--- config.mk ---
export PLATFORM = sky130hd
export DESIGN_NAME = dest_router
export DESIGN_NICKNAME = d
export VERILOG_FILES = /design/src/accel_pkg.sv /design/src/dest_router.sv
export SDC_FILE = /design/constraint.sdc
export NUM_CORES = 1
export LEC_CHECK = 0
export BUFFER_PORTS_ARGS = -buffer_cell sky130_fd_sc_hd__buf_2
export CAP_MARGIN = 20
export CORE_AREA = 2 2 61 63
export DETAILED_ROUTE_END_ITERATION = 7
export DIE_AREA = 0 0 63 65
export PLACE_DENSITY = 0.79
export SYNTH_ARGS = -nofsm -noshare
export SYNTH_HDL_FRONTEND = slang
export SYNTH_SLANG_ARGS = --single-unit
--- constraint.sdc ---
create_clock -name vclk -period 0.8
set_clock_uncertainty 0.2 [all_clocks]
set_input_delay 0 -clock vclk [all_inputs]
set_output_delay 0 -clock vclk [all_outputs]
set_load 0.05 [all_outputs]
--- src/accel_pkg.sv ---
`default_nettype none

package accel_pkg;

	// ----------------------------------------------------------------------
	// widths and word types
	// ----------------------------------------------------------------------
	localparam int WORD_W = 32;  // host pipe word
	localparam int FEAT_W = 16;  // fixed-point feature

	typedef logic [WORD_W-1:0] word_t;

	typedef struct packed {
		logic [FEAT_W-1:0] hi;  // upper half of the host word
		logic [FEAT_W-1:0] lo;
	} feat_pair_t;

	typedef enum logic [2:0] {
		OP_CONV3X3 = 3'd0,
		OP_CONV1X1 = 3'd1,
		OP_MAXPOOL = 3'd2,
		OP_AVEPOOL = 3'd3
	} op_type_e;

	// ----------------------------------------------------------------------
	// command and control
	// ----------------------------------------------------------------------
	typedef struct packed {
		op_type_e    op_type;   // bits 31:29
		logic [12:0] reserved;
		logic [15:0] op_num;    // data words after the command
	} cmd_t;

	typedef struct packed {
		logic move_en;     // mover may drain pipe-in
		logic pipe_clear;  // flush pipe-in and pipe-out
		logic csb_clear;   // reset csb and data fifo
		logic op_en;       // accelerator path select
	} ctrl_t;

	typedef struct packed {
		logic        op_run;
		op_type_e    op_type;
		logic [15:0] op_num;
	} op_status_t;

	typedef enum logic [1:0] {
		DEST_PIPE_OUT = 2'd0,
		DEST_CMD      = 2'd1,
		DEST_DATA     = 2'd2
	} dest_e;

endpackage

`default_nettype wire

--- src/dest_router.sv ---
`timescale 1ns/1ps
`default_nettype none

module dest_router import accel_pkg::*; #(
	parameter int CNT_W = 7
) (
	input  logic             op_en,
	input  logic             op_run,
	input  logic             mv_we,
	input  word_t            mv_data,
	input  logic [CNT_W-1:0] out_count,
	input  logic [CNT_W-1:0] data_count,
	output logic [CNT_W-1:0] dest_count,
	output logic             out_we,
	output word_t            out_data,
	output logic             cmd_we,
	output cmd_t             cmd,
	output logic             data_we,
	output feat_pair_t       data_word
);

	dest_e dest;

	always_comb begin
		if (!op_en) begin
			dest = DEST_PIPE_OUT;  // host loopback
		end else if (!op_run) begin
			dest = DEST_CMD;       // idle so the next word is a command
		end else begin
			dest = DEST_DATA;
		end
	end

	// count back to the mover for the selected target
	always_comb begin
		case (dest)
			DEST_PIPE_OUT: dest_count = out_count;
			DEST_DATA:     dest_count = data_count;
			default:       dest_count = '0;  // csb always has room
		endcase
	end

	// ----------------------------------------------------------------------
	// strobes and payload views
	// ----------------------------------------------------------------------
	assign out_we  = mv_we & (dest == DEST_PIPE_OUT);
	assign cmd_we  = mv_we & (dest == DEST_CMD);
	assign data_we = mv_we & (dest == DEST_DATA);

	assign out_data  = mv_data;
	assign cmd       = cmd_t'(mv_data);
	assign data_word = feat_pair_t'(mv_data);  // hi from bits 31:16

endmodule

`default_nettype wire

Word-level counts from Yosys, hierarchy flattened
Cells that the tools add are included.
{ "classes": {"n_reduce_logical": 1, "bitwise_logic": 3, "eq_ne": 2, "muxes": 3} }
{ "ops": {"columns": ["operator", "count"], "rows": [
  ["$pmux W7 S2", 1],
  ["$mux W2", 2],
  ["$and A1 B1 Y1", 3],
  ["$eq A2 B1 Y1 const B", 1],
  ["$eq A2 B2 Y1 const B", 1],
  ["$logic_not A2 Y1", 1]
]} }
{ "word_totals": {"word_cells": 9, "register_bits": 0} }

Longest topological paths before layout
{ "depth": {"ltp_word": 4, "ltp_mapped": 3, "depth_no_buf": 2} }

Least setup slack after synthesis
OpenSTA, ideal clock, no wires.
{ "synth_timing": {"path_kind": "in2out", "start": "input out_count[2]", "end": "output dest_count[2]", "setup_slack_ns": -0.505, "t_required_ns": 0.600, "path_buffers": 0, "cell_stages": 2, "t_arrival_ns": 1.105, "path_cell_list": "inv_1 -> o21ai_0"} }
{ "synth_between": {"elab_chain_cells": 1} }
{ "synth_lines": {"columns": ["item", "line", "source"], "rows": [
  ["start: declaration", "dest_router.sv:11", "input logic [CNT_W-1:0] out_count,"],
  ["$pmux W7 S2", "dest_router.sv:36", "case (dest)"],
  ["end: declaration", "dest_router.sv:13", "output logic [CNT_W-1:0] dest_count,"]
]} }
No other way between the ends.

Worst setup path after layout
{ "layout_timing": {"start": "input op_run", "end": "output dest_count[6]"} }
{ "layout_between": {"elab_chain_cells": 4, "word_cells_on_any_way": 5, "classes_between": "eq/ne (1); mux (3); reduce/logical (1)"} }
{ "layout_lines": {"columns": ["item", "line", "source"], "rows": [
  ["start: declaration", "dest_router.sv:8", "input logic op_run,"],
  ["$mux W2 (*)", "dest_router.sv:27", "end else if (!op_run) begin"],
  ["$mux W2 (*)", "dest_router.sv:25", "if (!op_en) begin"],
  ["$eq A2 B2 Y1 / $logic_not A2 Y1 (equally long branches)", "dest_router.sv:36", null],
  ["$pmux W7 S2 (*)", "dest_router.sv:36", null]
]} }
Mark *: on every way between the ends. The rest lies on a longest branch, timed or not.

==> impl_summary.txt <==
----------------------------------------------------
[Run status]
  Outcome ... finished with violations
  Failing checks ... negative hold slack, negative setup slack

[Final layout]
  Clock buffers ... 0
  Non-Filler Instances ... 124
  Share of layout cells above drive strength 1 ... a little under 100%
  Area of all sequential standard cells ... 0 um2
  Seq cells ... 0
  Share of the core filled with cells in the final layout ... 31.3%
  Total Nets Final ... around 130
  Antenna cell count ... 0
  Signed area change from the synthesized netlist to the final layout ... 31.2%

[Timing]
  Final critical-path share of the clock period ... 106%
  Transition time at the pin with the least slew margin ... between 0.15 and 0.2 ns
  Normalized max-slew margin ... 87.1%
  Worst hold slack after final layout ... -0.0379 ns
  Time the worst path needs with I/O delays and setup ... approximately 0.85 ns
  Unrepaired setup endpoints after global routing ... true
  Final setup viols ... 7
  Final number of max-transition violations ... 0
  Fmax ... 1.18 GHz
  Final Worst Setup Slack ... -0.0451 ns
  Final hold viol count ... 96

[Place]
  Final GP Congestion ... around 0.5
  Count of port buffers added during placement ... 27
  Instance count after placement with tap cells included ... between 90 and 100

[Logic synthesis]
  Count of cell types in the netlist ... 11
  Largest cells by area after synthesis ... buf_4, a22o_1, buf_6
  Gate Count Post-Synth ... roughly 110
  Count of warnings emitted by yosys ... 0
  Synth Net Count ... between 150 and 200
  Share of the synthesized area in the top cell type ... between 80 and 90%
  Cell type contributing the most total cell area after synthesis ... buf_4
  Post-synthesis area per instance ... approximately 7.5 um2
  Mapped cell area ... 835 um2
  Part of the Yosys area used for sequential elements ... 0%

[Min path]
  Hold WC Path Type ... input port to output port
  Hold Path Cell Cnt ... 1
  Worst-case hold path end point ... data_word[29]
  Startpoint of the worst hold path ... mv_data[29]

[Detailed routing]
  Met1 wire length ... roughly 360 um
  Count of TritonRoute iterations in the first routing pass ... 2
  Via count ... around 460
  Detailed-route wire length ... about 1700 um
  Wirelength per Cell ... roughly 14 um
  Highest routed metal layer ... met4
  Number of violations reported at the end of detailed-routing iteration 0 ... 4
  Residual antenna-violating net count after detailed routing ... 0
  Met2 wire len ... about 990 um
  Mean number of vias per cell ... 3.68
  Number of DRC violations after detailed routing ... 0
  WL met3 ... 355 um

[Power and ir drop]
  Sequential fraction of design power ... 0%
  Power share of the combinational group ... 100.0%
  Switching power as a share of total power ... between 70% and 80%
  Internal ... between 0.4 and 0.5 mW
  Power per unit of standard cell area ... approximately 1500 nW/um2
  Share of total power in the clock network ... 0%
  IR Drop Worst-Case VDD ... 0.506 mV
  Leakage power figure ... about 0.52 nW
  Net switching power ... 1.18 mW

[Die]
  Chip Height ... approximately 65 um
  Num rows ... 22
  Overall die width ... 63 um
  Number of top-level design ports ... about 160
  Initial core utilization ... about a quarter
  Area enclosed by the die boundary ... approximately 4000 um2
  Core ar. ... approximately 3500 um2

[Global routing]
  Maximum number of pins on one net before global-route repair ... 7
  Vias in the first global route ... just under 500
  Number of antenna violations at the first check in global routing ... 0
  Total global routing overflow ... 0
  Wire length of the first global-routing pass ... 2530 um
  Global routing usage summed across all routing layers ... approximately 7.7%

[Flow run]
  Max-cap check violation count ... 0

[Worst setup path]
  Kind of launch point of the worst setup path ... input port
  Required @ worst endpoint ... around 0.60 ns
  Largest driver fanout on the critical path ... 6
  Category of the most critical setup path ... input port to output port
  Arr. time, crit path ... between 0.6 and 0.7 ns
  Critical path capture point type ... output port

[Clocking]
  Number of buffers inserted to repair setup after CTS ... 0
  Hold Buf Count CTS ... 32

----------------------------------------------------
critical path: stages:
cell    delay, ns
buf_6        0.09
and2_4       0.17
a22o_2       0.23
buf_6        0.15
repair_timing:
item | 4_1_cts | 5_1_grt
endpoints found under the hold margin | 96 | 96
gates resized for setup | 19 | 6
pin swaps | 2 | 1
endpoints found under the setup margin | 9 | 10
layer usage:
layer,track usage (%),up-vias
met1,5.31,196
met2,17.2,77
li1,-,181
met3,4.86,2
met4,0.556,0
met5,0,-
power by group through the flow:
stage	combinational [mW]	clock [mW]	sequential, mW
floorplan	1.47	0	0
global placement	0.290	0	0
detailed placement	0.291	0	0
CTS	1.67	0	0
global route	1.72	0	0
finish	1.68	0	0
layout by cell type (no fill, tap or decap):
| cell type | synthesis | layout |
|---|---|---|
| buf_12 | 0 | 34 |
| buf_2 | 0 | 15 |
| buf_6 | 1 | 6 |
| a22o_2 | 0 | 4 |
| buf_8 | 0 | 3 |
| inv_1 | 2 | 2 |
| a22o_4 | 0 | 2 |
| buf_4 | 96 | 2 |
| nand3_2 | 0 | 1 |
| o21ai_4 | 0 | 1 |
| and2_4 | 1 | 1 |
| nand2_1 | 1 | 1 |
| nor2_2 | 0 | 1 |
| and3_2 | 1 | 1 |
| and2b_2 | 1 | 1 |
| clkbuf_4 | 0 | 1 |
cell usage after synthesis:
library cell and n:
and2_4 1, nand3_1 1, and2b_2 1, o21ai_0 1, a22o_1 6, nor2_1 1
buf_6 1, nand2_1 1, inv_1 2, and3_2 1, buf_4 96
worst max path at each step:
stage	start	to	slack, ns
after floorplan	op_run	dest_count[0]	0.04
after global placement	op_run	dest_count[0]	-0.11
after detailed placement	op_run	dest_count[0]	-0.11
after CTS	op_en	dest_count[0]	-0.05
after global routing	op_en	dest_count[6]	-0.07
final	op_run	dest_count[6]	-0.05
kinds of logic (layout without fill, tap and decap cells):
kind of cell / after synthesis / count (layout) / synth area share [%]
compound gates: 7 / 7 / 6.90
simple gates: 6 / 6 / 4.50
buf+inv: 99 / 63 / 88.6
layout make-up:
class                           instances  area, um2
Multi-Input combinational cell         13        136
Inverter                                2       7.51
Fill cell                             334       2400
Timing Repair Buffer                   61        891
Tap cell                               48       60.1
through the flow:
stage               setup TNS, ns  cell area, um2  setup WS, ns  power [mW]  hold slack, ns
floorplan                       0             848        0.0399        1.47          -0.104
global placement           -0.632             357        -0.109       0.290          -0.199
detailed placement         -0.647             357        -0.111       0.291          -0.199
CTS                        -0.250            1060       -0.0533        1.67         -0.0373
global route               -0.417            1090       -0.0738        1.72         -0.0358
finish                     -0.241            1090       -0.0451        1.68         -0.0379
No activity file was read; power rests on OpenSTA's default activity.
