**src/accel_pkg.sv**
```systemverilog
`default_nettype none

package accel_pkg;

	// ----------------------------------------------------------------------
	// widths and word types
	// ----------------------------------------------------------------------
	localparam int WORD_W = 32;  // host pipe word
	localparam int FEAT_W = 16;  // fixed-point feature

	typedef logic [WORD_W-1:0] word_t;

	typedef struct packed {
		logic [FEAT_W-1:0] hi;  // upper half of the host word
		logic [FEAT_W-1:0] lo;
	} feat_pair_t;

	typedef enum logic [2:0] {
		OP_CONV3X3 = 3'd0,
		OP_CONV1X1 = 3'd1,
		OP_MAXPOOL = 3'd2,
		OP_AVEPOOL = 3'd3
	} op_type_e;

	// ----------------------------------------------------------------------
	// command and control
	// ----------------------------------------------------------------------
	typedef struct packed {
		op_type_e    op_type;   // bits 31:29
		logic [12:0] reserved;
		logic [15:0] op_num;    // data words after the command
	} cmd_t;

	typedef struct packed {
		logic move_en;     // mover may drain pipe-in
		logic pipe_clear;  // flush pipe-in and pipe-out
		logic csb_clear;   // reset csb and data fifo
		logic op_en;       // accelerator path select
	} ctrl_t;

	typedef struct packed {
		logic        op_run;
		op_type_e    op_type;
		logic [15:0] op_num;
	} op_status_t;

	typedef enum logic [1:0] {
		DEST_PIPE_OUT = 2'd0,
		DEST_CMD      = 2'd1,
		DEST_DATA     = 2'd2
	} dest_e;

endpackage

`default_nettype wire

```
**src/csb.sv**
```systemverilog
`timescale 1ns/1ps
`default_nettype none

module csb import accel_pkg::*; (
	input  logic       okClk,
	input  logic       rst,
	input  logic       clear,
	input  logic       op_en,
	input  logic       cmd_we,
	input  cmd_t       cmd,
	input  logic       data_we,
	output op_status_t status,
	output logic       irq
);

	logic [15:0] data_cnt;  // data words seen in this op
	logic        cmd_take;
	logic        last_word;

	assign cmd_take  = cmd_we & op_en;
	assign last_word = data_we & status.op_run & ((data_cnt + 16'd1) == status.op_num);

	// ----------------------------------------------------------------------
	// run state
	// ----------------------------------------------------------------------
	always_ff @(posedge okClk) begin
		if (rst || clear) begin
			status.op_run  <= 1'b0;
			status.op_type <= OP_CONV3X3;
			status.op_num  <= '0;
			data_cnt       <= '0;
			irq            <= 1'b0;
		end else begin
			irq <= 1'b0;  // single-cycle pulse
			if (cmd_take) begin
				status.op_type <= cmd.op_type;
				status.op_num  <= cmd.op_num;
				data_cnt       <= '0;
				if (cmd.op_num == 16'd0) begin
					irq <= 1'b1;  // empty op finishes at once
				end else begin
					status.op_run <= 1'b1;
				end
			end else if (data_we && status.op_run) begin
				data_cnt <= data_cnt + 16'd1;
				if (last_word) begin
					status.op_run <= 1'b0;
					irq           <= 1'b1;
				end
			end
		end
	end

	// the router must steer by the current run state
	a_no_cmd_in_run: assert property (@(posedge okClk) disable iff (rst || clear)
		cmd_we |-> !status.op_run);
	a_no_data_idle: assert property (@(posedge okClk) disable iff (rst || clear)
		data_we |-> status.op_run);

endmodule

`default_nettype wire

```
**config.mk**
```make
export PLATFORM = sky130hd
export DESIGN_NAME = csb
export DESIGN_NICKNAME = d
export VERILOG_FILES = /design/src/accel_pkg.sv /design/src/csb.sv
export SDC_FILE = /design/constraint.sdc
export NUM_CORES = 1
export LEC_CHECK = 0
export ABC_AREA = 1
export BUFFER_PORTS_ARGS = -buffer_cell sky130_fd_sc_hd__buf_2
export CAP_MARGIN = 20
export CORE_MARGIN = 8
export CORE_UTILIZATION = 50
export DETAILED_ROUTE_END_ITERATION = 16
export PLACE_DENSITY = 0.77
export SKIP_LAST_GASP = 1
export SLEW_MARGIN = 20
export SYNTH_ARGS = -nofsm -noshare
export SYNTH_HDL_FRONTEND = slang
export SYNTH_SLANG_ARGS = --single-unit
```
**constraint.sdc**
```tcl
create_clock -name okClk -period 1.76 [get_ports okClk]
set_input_delay 0.176 -clock okClk [delete_from_list [all_inputs] [get_ports okClk]]
set_output_delay 0.176 -clock okClk [all_outputs]
set_load 0.03 [all_outputs]
```
# == Yosys cells after proc, flatten, opt, wreduce, memory -nomap -nowiden ==
# Cells that the tools add are included.
# word_totals
regBits,37
latch_bits,0
ramBits,0
mem_bits_ro,0
input_bits,38
out_inout_bits,21
word_cells,26
n_memories,0
# op_classes
addsub,1
n_mul,0
n_div,0
order_cmp,0
n_eq_ne,2
n_shift,0
n_mux,8
bitwise,3
n_reduce_logical,7
# ops
operator,n
$add A16 B1 Y16 const B,1
$eq A16 B16 Y1,1
$logic_not A16 Y1,1
$mux W1,8
$reduce_bool A2 Y1,2
$and A1 B1 Y1,3
$reduce_and A3 Y1,1
$ne A2 B2 Y1 const B,1
$reduce_or A2 Y1,1
$logic_and A1 B1 Y1,1
$logic_or A1 B1 Y1,1

# == Longest topological paths before layout ==
# depth
word_depth,6
depth_mapped,13
mapped_depth_nobuf,13

# == Least setup slack after synthesis ==
# No wires, ideal clock.
# synth_path
kind,flip-flop to flip-flop
from,reg data_cnt[0]
to,reg status[19] in the netlist's numbering
setup_ps,110
arrival_time_ps,1506
required_time_ps,1650
path_slack_ps,143
stages_incl_launch_ff,13
path_buffers,0
period_less_slack_ps,1617
cell_sequence,dfxtp_1 -> ha_1 -> nand2_1 -> nor2_8 -> nand2_1 -> nand3_1 -> nand2_1 -> nor2_1 -> nand3_1 -> nor2_2 -> nand3_2 -> nand3_1 -> inv_1
# synth_between
elab_chain_cells,5
# synth_rtl
element,line,source
start: declaration,csb.sv:16,logic [15:0] data_cnt;
start signal: assignment,csb.sv:45,data_cnt <= data_cnt + 16'd1;
$add A16 B1 Y16,csb.sv:21,assign last_word = data_we & status.op_run & ((data_cnt + 16'd1) == status.op_num);
$eq A16 B16 Y1,csb.sv:21,
$and A1 B1 Y1,csb.sv:21,
$reduce_bool A2 Y1 (no line),-,
$reduce_and A3 Y1 (no line),-,
end: declaration,csb.sv:12,"output op_status_t status,"
# No other way between the ends.
# A chain may end at the register's enable or synchronous reset.

# == Final worst setup path ==
# layout_path
from,reg data_cnt[1]
to,reg status[19] in the netlist's numbering
# The elaborated chain is that of the path after synthesis.

==> results.cfg <==
[die]
die_area_sq_um = 6730
dieWidth_um = 82.0
core_area_sq_um = 4260
ios = 59
die_y_um = 82.0
start_util = 0.511
rows = 24

[logic_synthesis]
ys.flop_type = dfxtp_1
synth-seq-cells = 37
synthesis.instances = 324
synth-seq-area-share = 0.340
synth_top_area_share = 0.340
synth_cell_type_count = 29
synth.area.top_cells = dfxtp_1 (34%), nand2_1 (12%), nand3_1 (9.0%)
syn_nets = 363
ys_async_sr_fraction = 0
synth-edff-count = 0
syn_area_sq_um = 2180
postSynthAreaPerCell_sq_um = 6.73
yosys_warnings = 0
synth_top_area_cell = dfxtp_1

[timing]
clock_skew_ns = 0.00900
finalCritPeriodShare = 0.940
period_minus_slack_ns = 1.65
drv_slew = 0
tightest_slew_ns = 0.411
hold_viol = 0
setup_violations = 0
rsz0062_at_grt = true
whs_ns = 0.130
clock.fmax_ghz = 0.604
relSlewSlack = 0.726

[finish]
diodes = 0
fill_cells = 369
fin_nets = 421
drive_gt1_frac = 0.282
regArea_sq_um = 754
design_area_sq_um = 2720
synthToLayoutAreaGrowth_pct = 24.6
multiInputGateArea_sq_um = 1310
final_cell_mix = nand2_1 (66), buf_2 (45), inv_1 (42), nand3_1 (35), dfxtp_1 (28)
mostFrequentLayoutCell = nand2_1

[routing]
via_count = 2292
vias_per_cell = 5.27
drc = 0
drt_iter0_markers = 130
drtPass1Iterations = 4
totalWireLength_um = 5870
postRouteAntennaNets = 0
drt-wirelength-per-cell_um = 13.5

[power]
swShare = 0.274
power_switching_mw = 0.457
seq_power_share = 0.523
powerDensity_nw_per_um2 = 612
ir_worst_vdd_mv = 0.442
power_frac_comb = 0.118
intPower_mw = 1.21
p_clk_frac = 0.359
p_leak_nw = 1.32

[global_routing]
grt_pass1_vias = 2195
grt-busiest-layer = met2
grt_use_total = 0.183
grt_util_met3 = 0.0525
grt_overflow_total = 0
gr-usage-met1 = 0.229
use_met2 = 0.293
grt_max_degree = 24
grt_pass1_wl_um = 9670
antenna_found_initial = 0

[setup_path]
path_max_fanout = 3
r2r_setup_slack_ns = 0.11
critPathKind = flip-flop to flip-flop
startpoint_type = flip-flop
reg2reg_depth = 13
cp.required_ns = 1.96
crit_start = data_cnt[1]
r2r-end = status[19]
endpoint = status[19]
worstPathArrival_ns = 1.86
critPathCaptureType = flip-flop
r2r_start = data_cnt[1]

[min_path]
worstHoldPathType = input port to flip-flop

[clocking]
hold_buffers = 0
cts_sinks = 37
clk_pin_slew_ns = 0.08
h-tree-depth = 2
clock-root-buffer = clkbuf_8
cts_buffers = 5
insertion_delay_ns = 0.30
cts.path.max_buffers = 2
tritoncts = built

[placement]
place_congestion = 0.854
hpwl_um = 4330
io_buffer_count = 45
placed_cell_area_sq_um = 2500

[run_status]
status = finished clean

[flow_run]
max_cap_violations = 0
[timing repair]
item                       CTS  global route
pin swaps                    2            10
gates cloned                 1             0
setup buffers                2             3
setup endpoints to repair    2             2
gates resized for setup      4            22
[flip-flops by register name (all words and copies together), names as in the netlist]
name,cells
irq,1
data_cnt,16
status,20
[stage by stage]
| step | instances | util | setup slack, ns | power, mW | TNS (ns) |
|---|---|---|---|---|---|
| after floorplan | 324 | - | 0.143 | 1.01 | 0 |
| after global placement | 421 | 0.587 | 0.0370 | 1.08 | 0 |
| after detailed placement | 421 | 0.587 | -0.0172 | 1.08 | -0.0172 |
| after CTS | 432 | 0.617 | 0.0195 | 1.67 | 0 |
| after global routing | 435 | 0.637 | -0.0395 | 1.73 | -0.0539 |
| final | 435 | 0.637 | 0.105 | 1.66 | 0 |
[worst min-delay path by stage]
stage | depth (start not counted) | startpoint | endpoint
2_1_floorplan | 2 | cmd[0] | status[0]
3_3_place_gp | 3 | cmd[29] | status[16]
3_5_place_dp | 3 | cmd[29] | status[16]
4_1_cts | 3 | cmd[29] | status[16]
5_1_grt | 3 | cmd[29] | status[16]
6_report | 3 | cmd[30] | status[17]
[logic make-up after synthesis]
| family | synth area share |
|---|---|
| AO/OA/AOI/OAI | 0.149 |
| XOR/XNOR | 0.0224 |
| adder cells (fa/ha/maj) | 0.00574 |
| buffers and inverters | 0.0929 |
| flip-flops | 0.340 |
| AND/OR/NAND/NOR | 0.390 |
[synthesized netlist by cell type (2+ instances only)]
library cell,number
o21ai_0,27
nor2_2,3
or2_2,2
nor2_1,27
inv_1,43
nor2_8,2
nor4_1,4
o211ai_1,8
nand3_1,39
nand4_1,10
nand2_2,2
nand3_2,3
nor2_4,5
nand2_4,2
dfxtp_1,37
nand3b_1,2
nand2_1,69
a21oi_1,19
clkbuf_1,9
xor2_1,2
[area by class of cell]
type / count / share of cell area
Clock buffer: 7 / 0.0281
Clock inverter: 1 / 0.00276
Inverter: 45 / 0.0622
Multi-Input combinational cell: 234 / 0.481
Sequential cell: 37 / 0.278
Tap cell: 52 / 0.0240
Timing Repair Buffer: 59 / 0.124
[metal layers]
layer | share of wire | wire (um)
met5 | 0 | 0
met4 | 0.014 | 82
met3 | 0.061 | 358
met2 | 0.46 | 2710
met1 | 0.46 | 2720
[power by group through the flow]
| stage | registers (mW) | logic (mW) | clock network [mW] |
|---|---|---|---|
| 2_1_floorplan | 0.917 | 0.0889 | 0 |
| 3_3_place_gp | 0.888 | 0.193 | 0 |
| 3_5_place_dp | 0.889 | 0.195 | 0 |
| 4_1_cts | 0.870 | 0.196 | 0.606 |
| 5_1_grt | 0.872 | 0.219 | 0.641 |
| 6_report | 0.869 | 0.197 | 0.598 |
[worst max-delay path: stages, from the launching register on]
cell and delay [ns]:
dfxtp_2 0.36, buf_4 0.13, nand2_2 0.06, nor2_4 0.10, buf_4 0.14, nand3_1 0.08, nand3_1 0.10, nand2_1 0.07
nor2_1 0.10, nand2_1 0.07, nor2_2 0.13, nand3_2 0.10, nand3_1 0.08, inv_1 0.04
No activity file was read; power rests on OpenSTA's default activity.
