File: src/sync_fifo.sv
`timescale 1ns/1ps
`default_nettype none

module sync_fifo #(
	parameter type payload_t = logic [31:0],
	parameter int  FIFO_DEPTH = 64,
	parameter int  CNT_W = 7
) (
	input  logic             okClk,
	input  logic             rst,
	input  logic             clear,
	input  logic             wr,
	input  payload_t         din,
	input  logic             rd,
	output payload_t         dout,
	output logic             empty,
	output logic             full,
	output logic [CNT_W-1:0] count
);

	localparam int AW = $clog2(FIFO_DEPTH);

	payload_t       mem [FIFO_DEPTH];  // register array
	logic [AW-1:0]  wr_ptr;
	logic [AW-1:0]  rd_ptr;
	logic           wr_ok;
	logic           rd_ok;

	assign wr_ok = wr & ~full;
	assign rd_ok = rd & ~empty;

	assign empty = (count == '0);
	assign full  = (count == CNT_W'(FIFO_DEPTH));
	assign dout  = mem[rd_ptr];  // show-ahead head

	always_ff @(posedge okClk) begin
		if (wr_ok) begin
			mem[wr_ptr] <= din;
		end
	end

	// ----------------------------------------------------------------------
	// pointers and occupancy
	// ----------------------------------------------------------------------
	always_ff @(posedge okClk) begin
		if (rst || clear) begin
			wr_ptr <= '0;
			rd_ptr <= '0;
			count  <= '0;
		end else begin
			if (wr_ok) begin
				wr_ptr <= wr_ptr + 1'b1;  // wraps at the power-of-two depth
			end
			if (rd_ok) begin
				rd_ptr <= rd_ptr + 1'b1;
			end
			case ({wr_ok, rd_ok})
				2'b10:   count <= count + 1'b1;
				2'b01:   count <= count - 1'b1;
				default: count <= count;
			endcase
		end
	end

	// producers and consumers live in other modules
	a_no_write_full: assert property (@(posedge okClk) disable iff (rst || clear)
		!(wr && full));
	a_no_read_empty: assert property (@(posedge okClk) disable iff (rst || clear)
		!(rd && empty));

endmodule

`default_nettype wire

File: config.mk
export PLATFORM = sky130hd
export DESIGN_NAME = sync_fifo
export DESIGN_NICKNAME = d
export VERILOG_FILES = /design/src/sync_fifo.sv
export SDC_FILE = /design/constraint.sdc
export NUM_CORES = 2
export LEC_CHECK = 0
export ABC_CLOCK_PERIOD_IN_PS = 3000
export BUFFER_PORTS_ARGS = -buffer_cell sky130_fd_sc_hd__clkbuf_2
export CORE_ASPECT_RATIO = 1.75
export CORE_MARGIN = 5
export CORE_UTILIZATION = 35
export CTS_CLUSTER_DIAMETER = 30
export CTS_CLUSTER_SIZE = 20
export DETAILED_ROUTE_END_ITERATION = 10
export GPL_TIMING_DRIVEN = 0
export PLACE_DENSITY = 0.57
export SYNTH_ARGS = -nofsm -noshare
export SYNTH_HDL_FRONTEND = slang
export SYNTH_SLANG_ARGS = --single-unit
File: constraint.sdc
create_clock -name okClk -period 3 [get_ports okClk]
set_input_delay 0.15 -clock okClk [delete_from_list [all_inputs] [get_ports okClk]]
set_output_delay 0.15 -clock okClk [all_outputs]
set_load 0.05 [all_outputs]
---- After elaboration in Yosys (flattened, before gate mapping) ----
Memory sizes are Yosys's and may differ from the RTL's. A register that Yosys moved wholly into a read port is not among the register bits.
Index checks and enable logic that the tools add are counted.
operators by class
  add/subtract/negate cells ............... 4
  $mul .................................... 0
  div/mod/pow operators ................... 0
  $lt $le $gt $ge ......................... 0
  equality and inequality tests ........... 3
  shifts and indexed selects .............. 0
  mux-type cells .......................... 5
  bitwise operators ....................... 4
  reduce and logical (&&, ||, !) cells .... 3
operators with widths
  kind                                                                number
  7-bit one-hot mux with 2 select lines                               1
  6-bit by 1-bit adder with 6-bit output, second input constant       2
  6-bit two-way mux                                                   2
  7-bit by 1-bit adder with 7-bit output, second input constant       1
  7-bit == test, second input constant                                1
  7-bit zero test                                                     1
  7-bit by 1-bit subtractor with 7-bit output, second input constant  1
  1-bit bitwise AND                                                   2
  2-bit by 1-bit == test with 1-bit output, second input constant     1
  2-bit == test, second input constant                                1
  1-bit two-way mux                                                   2
  1-bit NOT                                                           2
  2-bit nonzero test                                                  1
  1-bit logical OR                                                    1
word-level totals
  flip-flop bits (word level) ............. 19
  bits in latches ......................... 0
  bits in writable memories ............... 2048
  bits in read-only memories .............. 0
  logic and storage cells ................. 23
  memories ................................ 1
memory list
  memory  depth  bits a word  rd ports  clocked after memory_dff  wr ports  RTL line  RTL
  mem     64     32           1         1                         1         23        payload_t mem [FIFO_DEPTH];

---- Longest topological paths before layout ----
  word-level depth ........................ 5
  depth in mapped cells ................... 14

---- Least setup slack after synthesis ----
OpenSTA, ideal clock, no wires.
  kind .................................... reg-to-reg
  start ................................... register count[1]
  end ..................................... memory mem[59][0] (netlist bit) (enable)
  setup time .............................. 0.421 ns
  arrival ................................. 3.370 ns
  required time ........................... 2.579 ns
  slack ................................... -0.791 ns
  cell stages (with the launch flop) ...... 7
  buffers on the path ..................... 1
  clock period less this slack ............ 3.791 ns
  path through ............................ dfxtp_1 > buf_2 > nor4_1 > and3_1 > nor3_1 > nand3_1 > nor2_1
on the way
  word-level cells in the longest chain between the ends .. 5
RTL lines
  element                                  RTL line  RTL
  start: declaration                       18        output logic [CNT_W-1:0] count
  start signal: assignment                 58        2'b10: count <= count + 1'b1;
  start signal: assignment                 59        2'b01: count <= count - 1'b1;
  start signal: assignment                 60        default: count <= count;
  7-bit == test                            33        assign full = (count == CNT_W'(FIFO_DEPTH));
  via full                                 17        output logic full,
  1-bit NOT                                29        assign wr_ok = wr & ~full;
  1-bit bitwise AND                        29
  1-bit two-way mux                        37        if (wr_ok) begin
  1-bit two-way mux (implied by the code)  38        mem[wr_ptr] <= din;
  end: declaration                         23
The timed path passes the listed nets, and every way through them passes these cells.

==> impl_metrics.py <==
metrics = {
    "worst_setup_path": {
        "reg2reg_depth": 5,
        "crit_buf_inv": 4,
        "required_ns": 2.85,
        "crit_path_end_kind": "output pin",
        "crit_arrival_ns": 3.53,
        "path_cells": "buf_12 > buf_16 > buf_16 > mux4_2 > o22ai_4 > a211oi_4 > nor2_4 > a311oi_4 > buf_8",
        "regToRegSetupSlack_ns": 0.02,
        "crit_slowest_cell": "a211oi_4",
        "path_max_fanout": 8,
        "cp.depth": 9,
        "crit_family": "compound AO/OA/AOI/OAI gates",
        "path_common_cell": "buf_16",
        "cp-start-kind": "flip-flop",
        "path_class": "reg -> out",
        "cp_slowest_stage_delay_ns": 0.62,
    },
    "placement": {
        "pre_cts_slack_ns": -1.83,
        "place_congestion": 0.850,
        "place_hpwl_um": 170000,
        "port_buffers": 77,
    },
    "pwr": {
        "p_total_uw": 61400,
        "p_leak_uw": 0.0304,
        "power_density_mw_per_mm2": 617,
        "peakVddDrop_mv": 0.531,
    },
    "sta": {
        "setup-violations-final": 32,
        "relSlewSlack_pct": 1.30,
        "rsz0062_at_grt": "true",
        "tightest_slew_ns": 1.48,
        "finalHoldViolations": 0,
        "skew_ns": 0.0695,
        "fin_crit_sh_pct": 123,
        "layout_setup_ws_ns": -0.678,
        "layout_min_cycle_time_ns": 3.68,
        "setup_tns_ns": -17.71,
        "drv_slew": 0,
        "fmax_mhz": 272,
    },
    "route": {
        "wl_per_cell_um": 36.5,
        "antenna_left": 0,
        "via_per_inst": 5.73,
        "dr.pass1.iters": 5,
        "drcViolationCount": 0,
        "drt_iter0_drc": 4810,
        "vias": 40745,
        "wirelength_um": 259000,
    },
    "finish": {
        "mostFrequentLayoutCell": "edfxtp_1",
        "drive_gt1_share_pct": 43.0,
        "area_growth_syn_to_layout_pct": 25.9,
        "nets": 4076,
        "final_cell_mix": "edfxtp_1, mux4_2, clkbuf_16, buf_12, buf_4",
        "post-route-util_pct": 44.3,
    },
    "floorplanning": {
        "dieArea_mm2": 0.236,
        "initial_core_util_pct": 35.2,
        "io_pins": 78,
        "die_h_um": 639,
        "die_x_um": 369,
        "coreArea_mm2": 0.224,
        "rows": 230,
    },
    "job": {
        "max_cap_violations": 0,
    },
    "clock_network": {
        "cts_tree": "yes",
        "clkSinkCount": 2073,
        "cts_max_level": 4,
        "clk_latency_ns": 0.89,
        "root_buffer": "clkbuf_16",
        "clkTransAtPathRegs_ns": 0.07,
        "cts_buffers": 214,
        "clockBufferDepth": 4,
    },
    "logic_synthesis": {
        "synth_ff_type": "edfxtp_1",
        "synth_warnings": 0,
        "ys_seq_elements": 2073,
        "netlist_area_mm2": 0.0790,
        "ys_seq_area_share_pct": 78.5,
        "yosys.area_share.xor_xnor_pct": 0.144,
        "synth_top_family_by_area": "multiplexers",
        "synthAdderAreaFrac_pct": 0.0792,
        "synth_mux_area_share_pct": 15.7,
        "synth-edff-count": 2048,
        "synth_area_per_cell_um2": 23.1,
        "synthSimpleGateAreaFrac_pct": 1.49,
        "synth_nets": 3469,
        "synth_cells": 3427,
        "synth-compound-area-share_pct": 2.69,
        "synth_cell_types": 59,
        "async_flop_share_pct": 0,
    },
    "grt": {
        "grt_max_degree": 65,
        "grt_first_pass_wirelength_um": 349000,
        "grt_pass1_vias": 41904,
        "antenna_found_initial": 7,
        "overflow": 0,
        "grt_usage_pct": 21.5,
    },
    "status": {
        "status": "finished with violations",
        "violations": "setup timing",
    },
    "worst_hold_path": {
        "whs_path_depth": 1,
        "hold_class": "in -> reg",
    },
}
[flip-flops by register name (all words and copies together) (netlist names), named ones only]
signal  cells
wr_ptr      6
count       7
rd_ptr      6
mem      2048
[worst register-to-register path, stage by stage, from the launching register on]
cell      delay, ns
dfxtp_1        0.31
clkbuf_1       0.36
or3b_2         0.50
buf_1          0.42
nor2_4         0.74
buf_12         0.29
[path summary, 6_finish.rpt]
path	start	endpoint
max	flip-flop	dout[16]
min	din[27]	mem[38][27]
max reg2reg	wr_ptr[5]	mem[36][16]
min reg2reg	count[5]	count[5]
[Yosys cell counts, types with 10 or more instances]
| library cell | instances | area share, % |
|---|---|---|
| nor2b_1 | 10 | 0.079 |
| buf_6 | 15 | 0.21 |
| a21oi_1 | 33 | 0.21 |
| a211oi_1 | 20 | 0.19 |
| mux4_2 | 512 | 15 |
| mux2i_1 | 90 | 1.1 |
| o22ai_1 | 45 | 0.36 |
| o221ai_1 | 30 | 0.33 |
| nor3_1 | 12 | 0.076 |
| nand2_1 | 31 | 0.15 |
| nand2b_1 | 11 | 0.087 |
| dfxtp_1 | 25 | 0.63 |
| xor2_1 | 11 | 0.12 |
| clkbuf_1 | 63 | 0.30 |
| buf_2 | 65 | 0.41 |
| and3_1 | 22 | 0.17 |
| a311oi_1 | 18 | 0.20 |
| nand3_1 | 24 | 0.15 |
| edfxtp_1 | 2048 | 78 |
| buf_4 | 39 | 0.37 |
| a22oi_1 | 105 | 1.0 |
| nor2_1 | 104 | 0.49 |
[metrics by stage]
step	instance area (µm²)	hold slack (ns)	std cells
finish	99500	0.125	7111
global route	99500	0.135	7109
CTS	98000	0.113	7057
detailed placement	85400	0.461	6495
global placement	83200	0.462	6404
floorplan	79200	0.249	3427
[where the power goes]
part           switching, µW  leakage, µW  total [µW]  internal (µW)
Sequential              19.3       0.0186       31900          31800
Combinational           1380      0.00825        2210            830
Clock                  12500      0.00348       27300          14800
Total                  13900       0.0304       61400          47500
[what timing repair did]
action	CTS	global route
hold buffers	11	7
resized for setup	804	188
endpoints found under the setup margin	2022	238
pin swaps	126	83
setup buffers	162	38
endpoints found under the hold margin	286	299
gates cloned	7	3
[kinds of logic (layout without fill, tap and decap cells)]
kind of cell,Yosys count,in the layout
compound gates,291,291
xor+xnor,13,13
fa+ha+maj,5,5
buf+inv,198,975
flops,2073,2073
mux,602,602
other cells,0,3
simple gates,245,249
[routing by layer]
metal | global-route usage (%) | vias to the layer above | share of wire, %
met5 | 0 | - | 0.0035
met4 | 15.1 | 2 | 8.7
met3 | 3.11 | 648 | 6.1
met2 | 38.8 | 1954 | 53
met1 | 23.1 | 22142 | 32
li1 | - | 15999 | -
[layout make-up]
cell class / count / area (µm²)
Clock inverter: 158 / 1690
Multi-Input combinational cell: 1160 / 18700
Inverter: 4 / 16.3
Antenna cell: 3 / 7.51
Fill cell: 18751 / 125000
Tap cell: 2900 / 3630
Timing Repair Buffer: 397 / 5290
Buffer: 184 / 2590
Clock buffer: 232 / 5520
Sequential cell: 2073 / 62000
No activity file was read; power rests on OpenSTA's default activity.
