`config.mk`:
```
export PLATFORM = sky130hd
export DESIGN_NAME = stream_mover
export DESIGN_NICKNAME = d
export VERILOG_FILES = /design/src/accel_pkg.sv /design/src/stream_mover.sv
export SDC_FILE = /design/constraint.sdc
export NUM_CORES = 1
export LEC_CHECK = 0
export BUFFER_PORTS_ARGS = -buffer_cell sky130_fd_sc_hd__buf_2
export CORE_MARGIN = 3
export CORE_UTILIZATION = 38
export DETAILED_ROUTE_END_ITERATION = 10
export GPL_TIMING_DRIVEN = 0
export HOLD_SLACK_MARGIN = 0.12
export MAX_ROUTING_LAYER = met4
export PLACE_DENSITY = 0.77
export SLEW_MARGIN = 20
export SYNTH_ARGS = -nofsm -noshare
export SYNTH_HDL_FRONTEND = slang
export SYNTH_SLANG_ARGS = --single-unit
```
`constraint.sdc`:
```
create_clock -name okClk -period 3.72 [get_ports okClk]
set_input_delay 0.372 -clock okClk [delete_from_list [all_inputs] [get_ports okClk]]
set_output_delay 0.372 -clock okClk [all_outputs]
set_load 0.05 [all_outputs]
```
`src/accel_pkg.sv`:
```
`default_nettype none

package accel_pkg;

	// ----------------------------------------------------------------------
	// widths and word types
	// ----------------------------------------------------------------------
	localparam int WORD_W = 32;  // host pipe word
	localparam int FEAT_W = 16;  // fixed-point feature

	typedef logic [WORD_W-1:0] word_t;

	typedef struct packed {
		logic [FEAT_W-1:0] hi;  // upper half of the host word
		logic [FEAT_W-1:0] lo;
	} feat_pair_t;

	typedef enum logic [2:0] {
		OP_CONV3X3 = 3'd0,
		OP_CONV1X1 = 3'd1,
		OP_MAXPOOL = 3'd2,
		OP_AVEPOOL = 3'd3
	} op_type_e;

	// ----------------------------------------------------------------------
	// command and control
	// ----------------------------------------------------------------------
	typedef struct packed {
		op_type_e    op_type;   // bits 31:29
		logic [12:0] reserved;
		logic [15:0] op_num;    // data words after the command
	} cmd_t;

	typedef struct packed {
		logic move_en;     // mover may drain pipe-in
		logic pipe_clear;  // flush pipe-in and pipe-out
		logic csb_clear;   // reset csb and data fifo
		logic op_en;       // accelerator path select
	} ctrl_t;

	typedef struct packed {
		logic        op_run;
		op_type_e    op_type;
		logic [15:0] op_num;
	} op_status_t;

	typedef enum logic [1:0] {
		DEST_PIPE_OUT = 2'd0,
		DEST_CMD      = 2'd1,
		DEST_DATA     = 2'd2
	} dest_e;

endpackage

`default_nettype wire

```
`src/stream_mover.sv`:
```
`timescale 1ns/1ps
`default_nettype none

module stream_mover import accel_pkg::*; #(
	parameter int FIFO_DEPTH = 64,
	parameter int CNT_W = 7
) (
	input  logic             okClk,
	input  logic             rst,
	input  logic             move_en,
	input  word_t            src_data,
	input  logic             src_empty,
	input  logic [CNT_W-1:0] dest_count,
	output logic             src_rd,
	output logic             mv_we,
	output word_t            mv_data
);

	// one slot kept free for the word already in flight
	localparam logic [CNT_W-1:0] ROOM_LIMIT = CNT_W'(FIFO_DEPTH - 2);

	logic dest_room;

	assign dest_room = (dest_count <= ROOM_LIMIT);
	assign src_rd    = move_en & ~src_empty & dest_room;

	// ----------------------------------------------------------------------
	// holding register written one cycle after the pop
	// ----------------------------------------------------------------------
	always_ff @(posedge okClk) begin
		if (rst) begin
			mv_we <= 1'b0;
		end else begin
			mv_we <= src_rd;  // one strobe per popped word
		end
	end

	always_ff @(posedge okClk) begin
		if (src_rd) begin
			mv_data <= src_data;  // head of show-ahead fifo
		end
	end

endmodule

`default_nettype wire

```
# After elaboration in Yosys (flattened, before gate mapping)
# Cells that the tools add are included.
# totals
ff_bits	33
latch_bits	0
ramBits	0
romBits	0
output_inout_bits	34
word_cells	6
memories	0
# classes
add_sub_neg	0
n_mul	0
n_div	0
magnitude_cmp	1
eq_ne	0
shift	0
mux	0
n_bitwise	3
n_reduce_logical	0
# ops
cell	n
$le A7 B6 Y1 const B	1
$and A1 B1 Y1	2
$not A1 Y1	1

# Logic depth before layout (Yosys ltp)
# Gate-level depths: netlist (run 1).
# depth
depth_word	3
ltp_mapped	2
mapped_depth_nobuf	2

# Least setup slack after synthesis (run 1)
# OpenSTA, ideal clock, no wires.
# synth_timing
kind	input to register
start	input port dest_count[6]
end	register mv_data[0] (enable)
setup_ps	466
arrival_time_ps	3080
required_ps	3254
path_slack_ps	174
cell_stages	2
path_buffers	0
cell_sequence	or3b_1 > a21oi_1
# synth_between
elab_chain_cells	2
# synth_lines
item	line_no	rtl
start: declaration	stream_mover.sv:13	input logic [CNT_W-1:0] dest_count,
$le A7 B6 Y1	stream_mover.sv:24	assign dest_room = (dest_count <= ROOM_LIMIT);
$and A1 B1 Y1	stream_mover.sv:25	assign src_rd = move_en & ~src_empty & dest_room;
net src_rd	stream_mover.sv:14	output logic src_rd,
end signal: assignment	stream_mover.sv:40	mv_data <= src_data;
end: declaration	stream_mover.sv:16	output word_t mv_data
# The timed path passes the listed nets, and every way through them passes these cells.
# A chain may end at the register's enable or synchronous reset.

# Worst setup path after layout (run 1)
# layout_timing
start	input port dest_count[6]
end	output port src_rd
# layout_between
elab_chain_cells	2
# layout_lines
item	line_no
$le A7 B6 Y1	stream_mover.sv:24
$and A1 B1 Y1	stream_mover.sv:25
end: declaration	stream_mover.sv:14
# No other way between the ends.

==> flow_summary_export.csv, run 1 <==
group,metric,value,unit
synth,synthTopCellsByArea,"edfxtp_1, dfxtp_1, a211oi_2, and4_1, or3b_1",
power_and_ir_drop,p_seq_share,60.3,%
synth,async_flop_share,0,%
detailed_routing,wl_per_cell,12.9,um
sta,setup_violations,0,
hold_path,min_from,"rst",
detailed_routing,wirelength,1980,um
synth,synth-seq-area-share,96.0,%
outcome,status,"completed",
cts,cts_setup_buffers,0,
cts,post_cts_resized,0,
synth,post-synth-top-count-cell,"edfxtp_1",
layout,final_cells,153,
detailed_routing,vias,684,
flow_run,drv_cap,0,
worst_setup_path,crit_buf_inv,2,
floorplan,die_h,57.9,um
cts,holdBufCountCts,0,
layout,n_antenna_cell,0,
synth,synth.distinct_cells,7,
detailed_routing,viasPerCell,4.47,
worst_setup_path,arrival,1740,ps
floorplan,fp.dieW,57.9,um
layout,fin_util,60.1,%
sta,min_period,2110,ps
sta,slew_viol_final,0,
layout,nets,165,
hold_path,worstHoldEndpoint,"mv_we$_SDFF_PP0_",
layout,fillerInstances,216,
sta,final.period_utilization,56.7,%
place,dpl-instance-area,1470,sq um
global_routing,antenna_found_initial,0,
place,place.gp.congestion,0.684,
floorplan,ios,77,
power_and_ir_drop,p_int,0.523,mW
synth,netlist.area_leader.share,94.0,%
sta,max_freq,474,MHz
worst_setup_path,crit_type,"in -> out",
synth,syn-instance-count,38,
sta,layout_setup_ws,1610,ps
sta,hold_violations,0,
synth,synth_edf_count,32,
cts,cts-root-buf,"clkbuf_4",
power_and_ir_drop,switching_share,26.6,%
place,place_ws,1590,ps
floorplan,fp.coreArea,2520,sq um
cts,cts_tree,"done",
synth,syn-cell-area,1020,sq um
layout,fin_area,1520,sq um
place,dp.cells,145,
detailed_routing,drt_iter0_drc,13,
power_and_ir_drop,power_frac_comb,15.0,%
cts,cts_made_buffers,5,
sta,slew_headroom,63.4,%
worst_setup_path,critPathMaxFanout,17,
synth,synth_flop_cell,"edfxtp_1",
layout,layout-drive-gt1-share,69.1,%
global_routing,grt_first_pass_wirelength,3230,um
global_routing,grt_max_degree,18,
synth,syn_area_per_cell,26.9,sq um
detailed_routing,drc,0,
worst_setup_path,critical-path-max-stage-delay,460,ps
sta,tns,0,ps
floorplan,start_util,40.5,%
power_and_ir_drop,p_switching,0.190,mW
synth,synth_seq_cells,33,
sta,tightestPinTransition,548,ps
worst_setup_path,cpMaxStageDelayCell,"a21oi_4",
layout,regArea,981,sq um
sta,timing.hold.ws,191,ps
detailed_routing,antenna_left,0,
power_and_ir_drop,power.total,0.713,mW
place,port_buffers,76,
detailed_routing,dr.pass1.iters,3,
synth,synth_warnings,0,
floorplan,die_area,3350,sq um
cts,cts.htree.levels,2,
worst_setup_path,crit_path_end_kind,"primary output",
worst_setup_path,crit_path_start_kind,"primary input",
hold_path,hold_class,"in -> reg",
worst_setup_path,crit_family,"compound AO/OA/AOI/OAI gates",
global_routing,grt_pass1_vias,737,
power_and_ir_drop,p_leak,0.654,nW
cts,clkTransAtPathRegs,90,ps
synth,synth_area_leader_cell,"edfxtp_1",
global_routing,grtUsageTotal,14.7,%
floorplan,rows,18,
power_and_ir_drop,ir_worst_vdd,0.403,mV
power_and_ir_drop,power_density,470,nW/um^2
layout,multi_input_area,52.6,sq um
power_and_ir_drop,p_clk_share,24.6,%
worst_setup_path,worstPathRequired,3350,ps
layout,area.growth.synth_to_final,48.3,%
hold_path,whs_path_depth,2,
cts,clk_path_buf_depth,2,
sta,grt_setup_unrepaired,"no",
worst_setup_path,worstPathCellList,"buf_2 > or3b_1 > a21oi_4 > buf_2",
worst_setup_path,critPathMostFrequentCell,"buf_2",
synth,syn-num-nets,81,
global_routing,grt_remaining_overflow,0,
cts,clock-sinks,33,
-- how the worst max path moves through the flow --
stage               depth (start not counted)     startpoint                    to  slack [ps]
CTS                                         4  dest_count[6]                src_rd        1600
finish                                      4  dest_count[6]                src_rd        1610
detailed placement                          4  dest_count[6]                src_rd        1590
global route                                4  dest_count[6]                src_rd        1510
global placement                            4  dest_count[6]                src_rd        -120
floorplan                                   2  dest_count[6]  mv_data[0]$_DFFE_PP_         170
-- cells by family (layout without fill, tap and decap cells) --
logic type,after synthesis,after routing,synth area share [%]
buffers and inverters,0,85,0
AO/OA/AOI/OAI,2,2,1.71
flip-flops,33,33,96.0
AND/OR/NAND/NOR,3,3,2.33
-- layout by cell type (no fill, tap or decap) --
cell type | netlist | layout
and4_1 | 1 | 1
buf_8 | 0 | 1
buf_2 | 0 | 76
or3b_1 | 1 | 1
a21oi_4 | 0 | 1
clkinv_1 | 0 | 2
edfxtp_1 | 32 | 32
and2_0 | 1 | 1
clkinv_2 | 0 | 1
dfxtp_1 | 1 | 1
a211oi_2 | 1 | 1
clkbuf_4 | 0 | 5
-- area by class of cell --
| cell class | instances | area share [%] |
|---|---|---|
| repair buffers | 77 | 26.1 |
| flip-flops and latches | 33 | 64.7 |
| clock inverters | 3 | 0.825 |
| multi-input cells | 5 | 3.47 |
| clock buffers | 5 | 2.48 |
| well taps | 30 | 2.48 |
-- state kept, by name, indices dropped and copies added (netlist names) --
register / count
mv_we: 1
mv_data: 32
-- power by group through the flow --
stage                     registers, mW  clock network (mW)  logic (mW)
after floorplan                   0.501                   0     0.00705
after global placement            0.439                   0       0.104
after detailed placement          0.439                   0       0.108
after CTS                         0.430               0.188       0.108
after global routing              0.432               0.205       0.113
final                             0.430               0.176       0.107
-- per-layer routing --
layer | vias up | GRT usage [%] | wire length [um]
li1 | 322 | - | -
met1 | 293 | 13.5 | 609
met2 | 61 | 22.1 | 929
met3 | 8 | 8.91 | 375
met4 | 0 | 10.9 | 64
met5 | - | - | 0
Note: power is estimated with default switching activity, not from simulation.
==> run 2: changes to the inputs <==
==> constraint.sdc (replaced) <==
create_clock -name okClk -period 2.2 [get_ports okClk]
set_input_delay 0.22 -clock okClk [delete_from_list [all_inputs] [get_ports okClk]]
set_output_delay 0.22 -clock okClk [all_outputs]
set_load 0.05 [all_outputs]
==> run 2 against run 1 <==
Core utilization up 13 points. Setup slack got worse by 1300 ps. Clock-buffer cell count unchanged. Critical endpoint unchanged. Largest cell class unchanged. Highest routed layer unchanged.
==> flow_summary_export.csv, run 2 (synthesis results as in run 1) <==
group,metric,value,unit
outcome,status,"completed",
power_and_ir_drop,p_leak,0.788,nW
layout,nets,198,
power_and_ir_drop,switching_share,26.7,%
power_and_ir_drop,p_int,0.927,mW
floorplan,die_area,3350,sq um
layout,layout-drive-gt1-share,55.8,%
cts,clock-sinks,33,
worst_setup_path,arrival,1650,ps
global_routing,grt_pass1_vias,832,
sta,layout_setup_ws,331,ps
detailed_routing,drc,0,
worst_setup_path,worstPathRequired,1980,ps
cts,clkTransAtPathRegs,90,ps
detailed_routing,vias,830,
global_routing,grt_first_pass_wirelength,3820,um
global_routing,grt_remaining_overflow,0,
cts,cts.htree.levels,2,
power_and_ir_drop,power.total,1.26,mW
worst_setup_path,cpMaxStageDelayCell,"or3b_1",
global_routing,grtUsageTotal,16.7,%
floorplan,fp.dieW,57.9,um
detailed_routing,wirelength,2570,um
detailed_routing,antenna_left,0,
cts,clk_path_buf_depth,2,
power_and_ir_drop,ir_worst_vdd,0.557,mV
worst_setup_path,crit_path_start_kind,"primary input",
detailed_routing,wl_per_cell,13.8,um
worst_setup_path,worstPathCellList,"buf_2 > or3b_1 > a21oi_4 > buf_2",
floorplan,start_util,40.5,%
power_and_ir_drop,p_clk_share,24.4,%
layout,final_cells,186,
detailed_routing,drt_iter0_drc,5,
power_and_ir_drop,power_frac_comb,18.1,%
hold_path,hold_class,"in -> reg",
cts,post_cts_resized,0,
sta,tightestPinTransition,832,ps
sta,min_period,1870,ps
global_routing,antenna_found_initial,0,
place,dp.cells,144,
sta,grt_setup_unrepaired,"no",
global_routing,grt_util_met3,8.02,%
sta,hold_violations,0,
layout,layout_commonest_cell,"buf_2",
global_routing,grt_max_degree,34,
sta,setup_violations,0,
global_routing,use_met1,17.0,%
worst_setup_path,crit_path_end_kind,"primary output",
power_and_ir_drop,p_seq_share,57.6,%
sta,max_freq,535,MHz
sta,slew_headroom,44.5,%
cts,cts_setup_buffers,0,
global_routing,grt_util_met2,28.5,%
place,place.gp.congestion,0.611,
detailed_routing,dr.pass1.iters,4,
global_routing,grt.busiest_layer,"met2",
cts,cts_made_buffers,5,
layout,largest_reg_flops,32,
worst_setup_path,critPathMaxFanout,17,
floorplan,die_h,57.9,um
place,place_ws,1.32,ps
worst_setup_path,critical-path-max-stage-delay,480,ps
layout,largest_register,"mv_data",
layout,area.growth.synth_to_final,80.5,%
floorplan,rows,18,
sta,final.period_utilization,84.9,%
flow_run,drv_cap,0,
layout,largest_registers,"mv_data: 32 flops, mv_we: 1 flops",
detailed_routing,viasPerCell,4.46,
cts,cts_tree,"done",
sta,slew_viol_final,0,
floorplan,fp.coreArea,2520,sq um
layout,final_cell_mix,"buf_2, dlygate4sd3_1, edfxtp_1",
worst_setup_path,critPathMostFrequentCell,"buf_2",
sta,timing.hold.ws,309,ps
layout,n_antenna_cell,0,
power_and_ir_drop,p_switching,0.338,mW
worst_setup_path,crit_type,"in -> out",
place,port_buffers,76,
cts,cts-root-buf,"clkbuf_4",
sta,tns,0,ps
power_and_ir_drop,power_density,685,nW/um^2
floorplan,ios,77,
==> run 2: cell types whose count changed in the layout (fill, tap and decap cells not counted), sizes merged <==
cell         delta
dlygate4sd3    +33
a21oi           +1
buf             -1
clkinv          -1
clkinvlp        +1
==> run 2: power groups by stage <==
stage	combinational [mW]	sequential, mW	clock (mW)
after global placement	0.177	0.741	0
after global routing	0.241	0.731	0.352
final	0.229	0.728	0.308
after CTS	0.226	0.727	0.324
after floorplan	0.0136	0.845	0
after detailed placement	0.182	0.742	0
==> run 2: worst paths after layout <==
check | to | cells after the start | slack (ps) | start
worst max-delay path | src_rd | 4 | 330 | dest_count[6]
worst min-delay path | mv_we$_SDFF_PP0_ | 3 | 310 | dest_count[6]
==> run 2: what timing repair did <==
| action | 4_1_cts | 5_1_grt |
|---|---|---|
| hold buffers | 33 | 0 |
| hold endpoints to repair | 33 | 0 |
| setup endpoints to repair | 0 | 1 |
==> run 2: area by class of cell <==
type / count / area [sq um]
Sequential cell: 33 / 981
Timing Repair Buffer: 109 / 711
Fill cell: 170 / 677
Multi-Input combinational cell: 6 / 61.3
Clock buffer: 5 / 37.5
Tap cell: 30 / 37.5
Clock inverter: 3 / 17.5
==> run 2: per-layer routing <==
layer	up-vias	wire length, um
met5	-	0
met2	58	1360
met4	0	30
met3	4	305
met1	376	873
li1	392	-
==> run 2: stage by stage <==
step | utilization, % | instance area [sq um]
global placement | 57.5 | 1450
finish | 73.2 | 1850
detailed placement | 57.5 | 1450
CTS | 72.8 | 1840
global route | 73.2 | 1850
floorplan | - | 1030
==> run 2: worst max-delay path: cells and delay by family <==
kind	cells	cell delay [ps]
buf+inv	2	460
simple gates	1	480
compound gates	1	480
==> run 3: changes to the inputs <==
==> constraint.sdc (replaced) <==
create_clock -name okClk -period 1.9 [get_ports okClk]
set_input_delay 0.19 -clock okClk [delete_from_list [all_inputs] [get_ports okClk]]
set_output_delay 0.19 -clock okClk [all_outputs]
set_load 0.05 [all_outputs]
==> run 3 against run 2 <==
Total power up 16%. Combinational power up 15%. Cell area unchanged. Clock-buffer cell count unchanged. Sequential power up 16%. Final cell count unchanged. Critical path type unchanged. Critical endpoint unchanged. Largest cell class unchanged.
==> flow_summary_export.csv, run 3 (synthesis results as in run 1) <==
group,metric,value,unit
detailed_routing,wl_per_cell,13.5,um
floorplan,fp.coreArea,2520,sq um
layout,largest_registers,"mv_data: 32 flops, mv_we: 1 flops",
sta,final.period_utilization,95.3,%
worst_setup_path,critPathMaxFanout,17,
layout,layout-drive-gt1-share,55.8,%
cts,cts-root-buf,"clkbuf_4",
sta,slew_viol_final,0,
layout,largest_register,"mv_data",
power_and_ir_drop,p_leak,0.788,nW
hold_path,min_from,"src_empty",
global_routing,grt_first_pass_wirelength,3880,um
worst_setup_path,critPathLaunch,"dest_count[6]",
detailed_routing,dr.pass1.iters,3,
global_routing,antenna_found_initial,0,
cts,clkTransAtPathRegs,100,ps
detailed_routing,antenna_left,0,
global_routing,grt_max_degree,18,
place,dpl-instance-area,1450,sq um
sta,grt_setup_unrepaired,"no",
floorplan,start_util,40.5,%
layout,layout_commonest_cell,"buf_2",
layout,area.growth.synth_to_final,80.5,%
place,place.gp.congestion,0.611,
sta,timing.hold.ws,276,ps
layout,final_cell_mix,"buf_2, dlygate4sd3_1, edfxtp_1",
cts,post_cts_resized,0,
worst_setup_path,worstPathRequired,1710,ps
power_and_ir_drop,ir_worst_vdd,0.689,mV
sta,tightestPinTransition,832,ps
cts,cts_made_buffers,5,
detailed_routing,viasPerCell,4.42,
place,port_buffers,76,
floorplan,die_area,3350,sq um
sta,slew_headroom,44.6,%
worst_setup_path,crit_type,"in -> out",
worst_setup_path,arrival,1620,ps
sta,max_freq,552,MHz
floorplan,fp.dieW,57.9,um
cts,cts.htree.levels,2,
sta,min_period,1810,ps
global_routing,grt_pass1_vias,875,
cts,cts_tree,"done",
cts,clock-sinks,33,
layout,n_antenna_cell,0,
detailed_routing,drt_iter0_drc,21,
detailed_routing,wirelength,2520,um
floorplan,ios,77,
detailed_routing,vias,822,
floorplan,die_h,57.9,um
floorplan,rows,18,
power_and_ir_drop,power_density,794,nW/um^2
layout,nets,198,
global_routing,grtUsageTotal,16.9,%
worst_setup_path,crit_path_start_kind,"primary input",
outcome,status,"completed",
layout,fin_area,1850,sq um
hold_path,hold_class,"in -> reg",
flow_run,drv_cap,0,
detailed_routing,drc,0,
sta,setup_violations,0,
sta,hold_violations,0,
cts,cts_setup_buffers,0,
worst_setup_path,crit_path_end_kind,"primary output",
cts,clk_path_buf_depth,2,
layout,largest_reg_flops,32,
global_routing,grt_remaining_overflow,0,
-- run 3: timing repair --
action,CTS,global route
setup endpoints to repair,1,0
hold endpoints to repair,33,0
hold buffers,33,0
-- run 3: final cells by class --
cell class	count	area, sq um
Clock buffer	5	37.5
Clock inverter	3	17.5
Fill cell	168	677
Multi-Input combinational cell	6	61.3
Sequential cell	33	981
Tap cell	30	37.5
Timing Repair Buffer	109	711
-- run 3: metrics by stage --
stage          power, mW  instances  worst slack [ps]  utilization, %  setup TNS (ps)
5_1_grt             1.53        186              27.3            73.2               0
4_1_cts             1.48        186              59.6            73.2               0
3_5_place_dp        1.07        144              -239            57.5           -1090
2_1_floorplan      0.995         38              53.4               -               0
3_3_place_gp        1.06        144              -146            57.5            -146
6_report            1.46        186              89.1            73.2               0
-- run 3: critical path, cell delays in order --
cell	delay (ps)
buf_2	100
or3b_1	480
a21oi_4	480
buf_2	370
-- run 3: per-layer routing --
layer  vias up  routed length, um  GRT usage, %
met1       371                870          17.1
met4         0                 50          8.28
met5         -                  0             -
li1        390                  -             -
met2        55               1300          27.6
met3         6                299          7.57
-- run 3: where the power goes --
group | internal [mW] | switching [mW] | total (mW)
combinational | 0.0987 | 0.166 | 0.264
clock | 0.139 | 0.218 | 0.357
sequential | 0.835 | 0.00758 | 0.843
total | 1.07 | 0.391 | 1.46
-- run 3: path summary, 6_finish.rpt --
| path | end | slack [ps] | depth (start not counted) |
|---|---|---|---|
| hold / removal | mv_we$_SDFF_PP0_ | 280 | 3 |
| setup / recovery | src_rd | 90 | 4 |
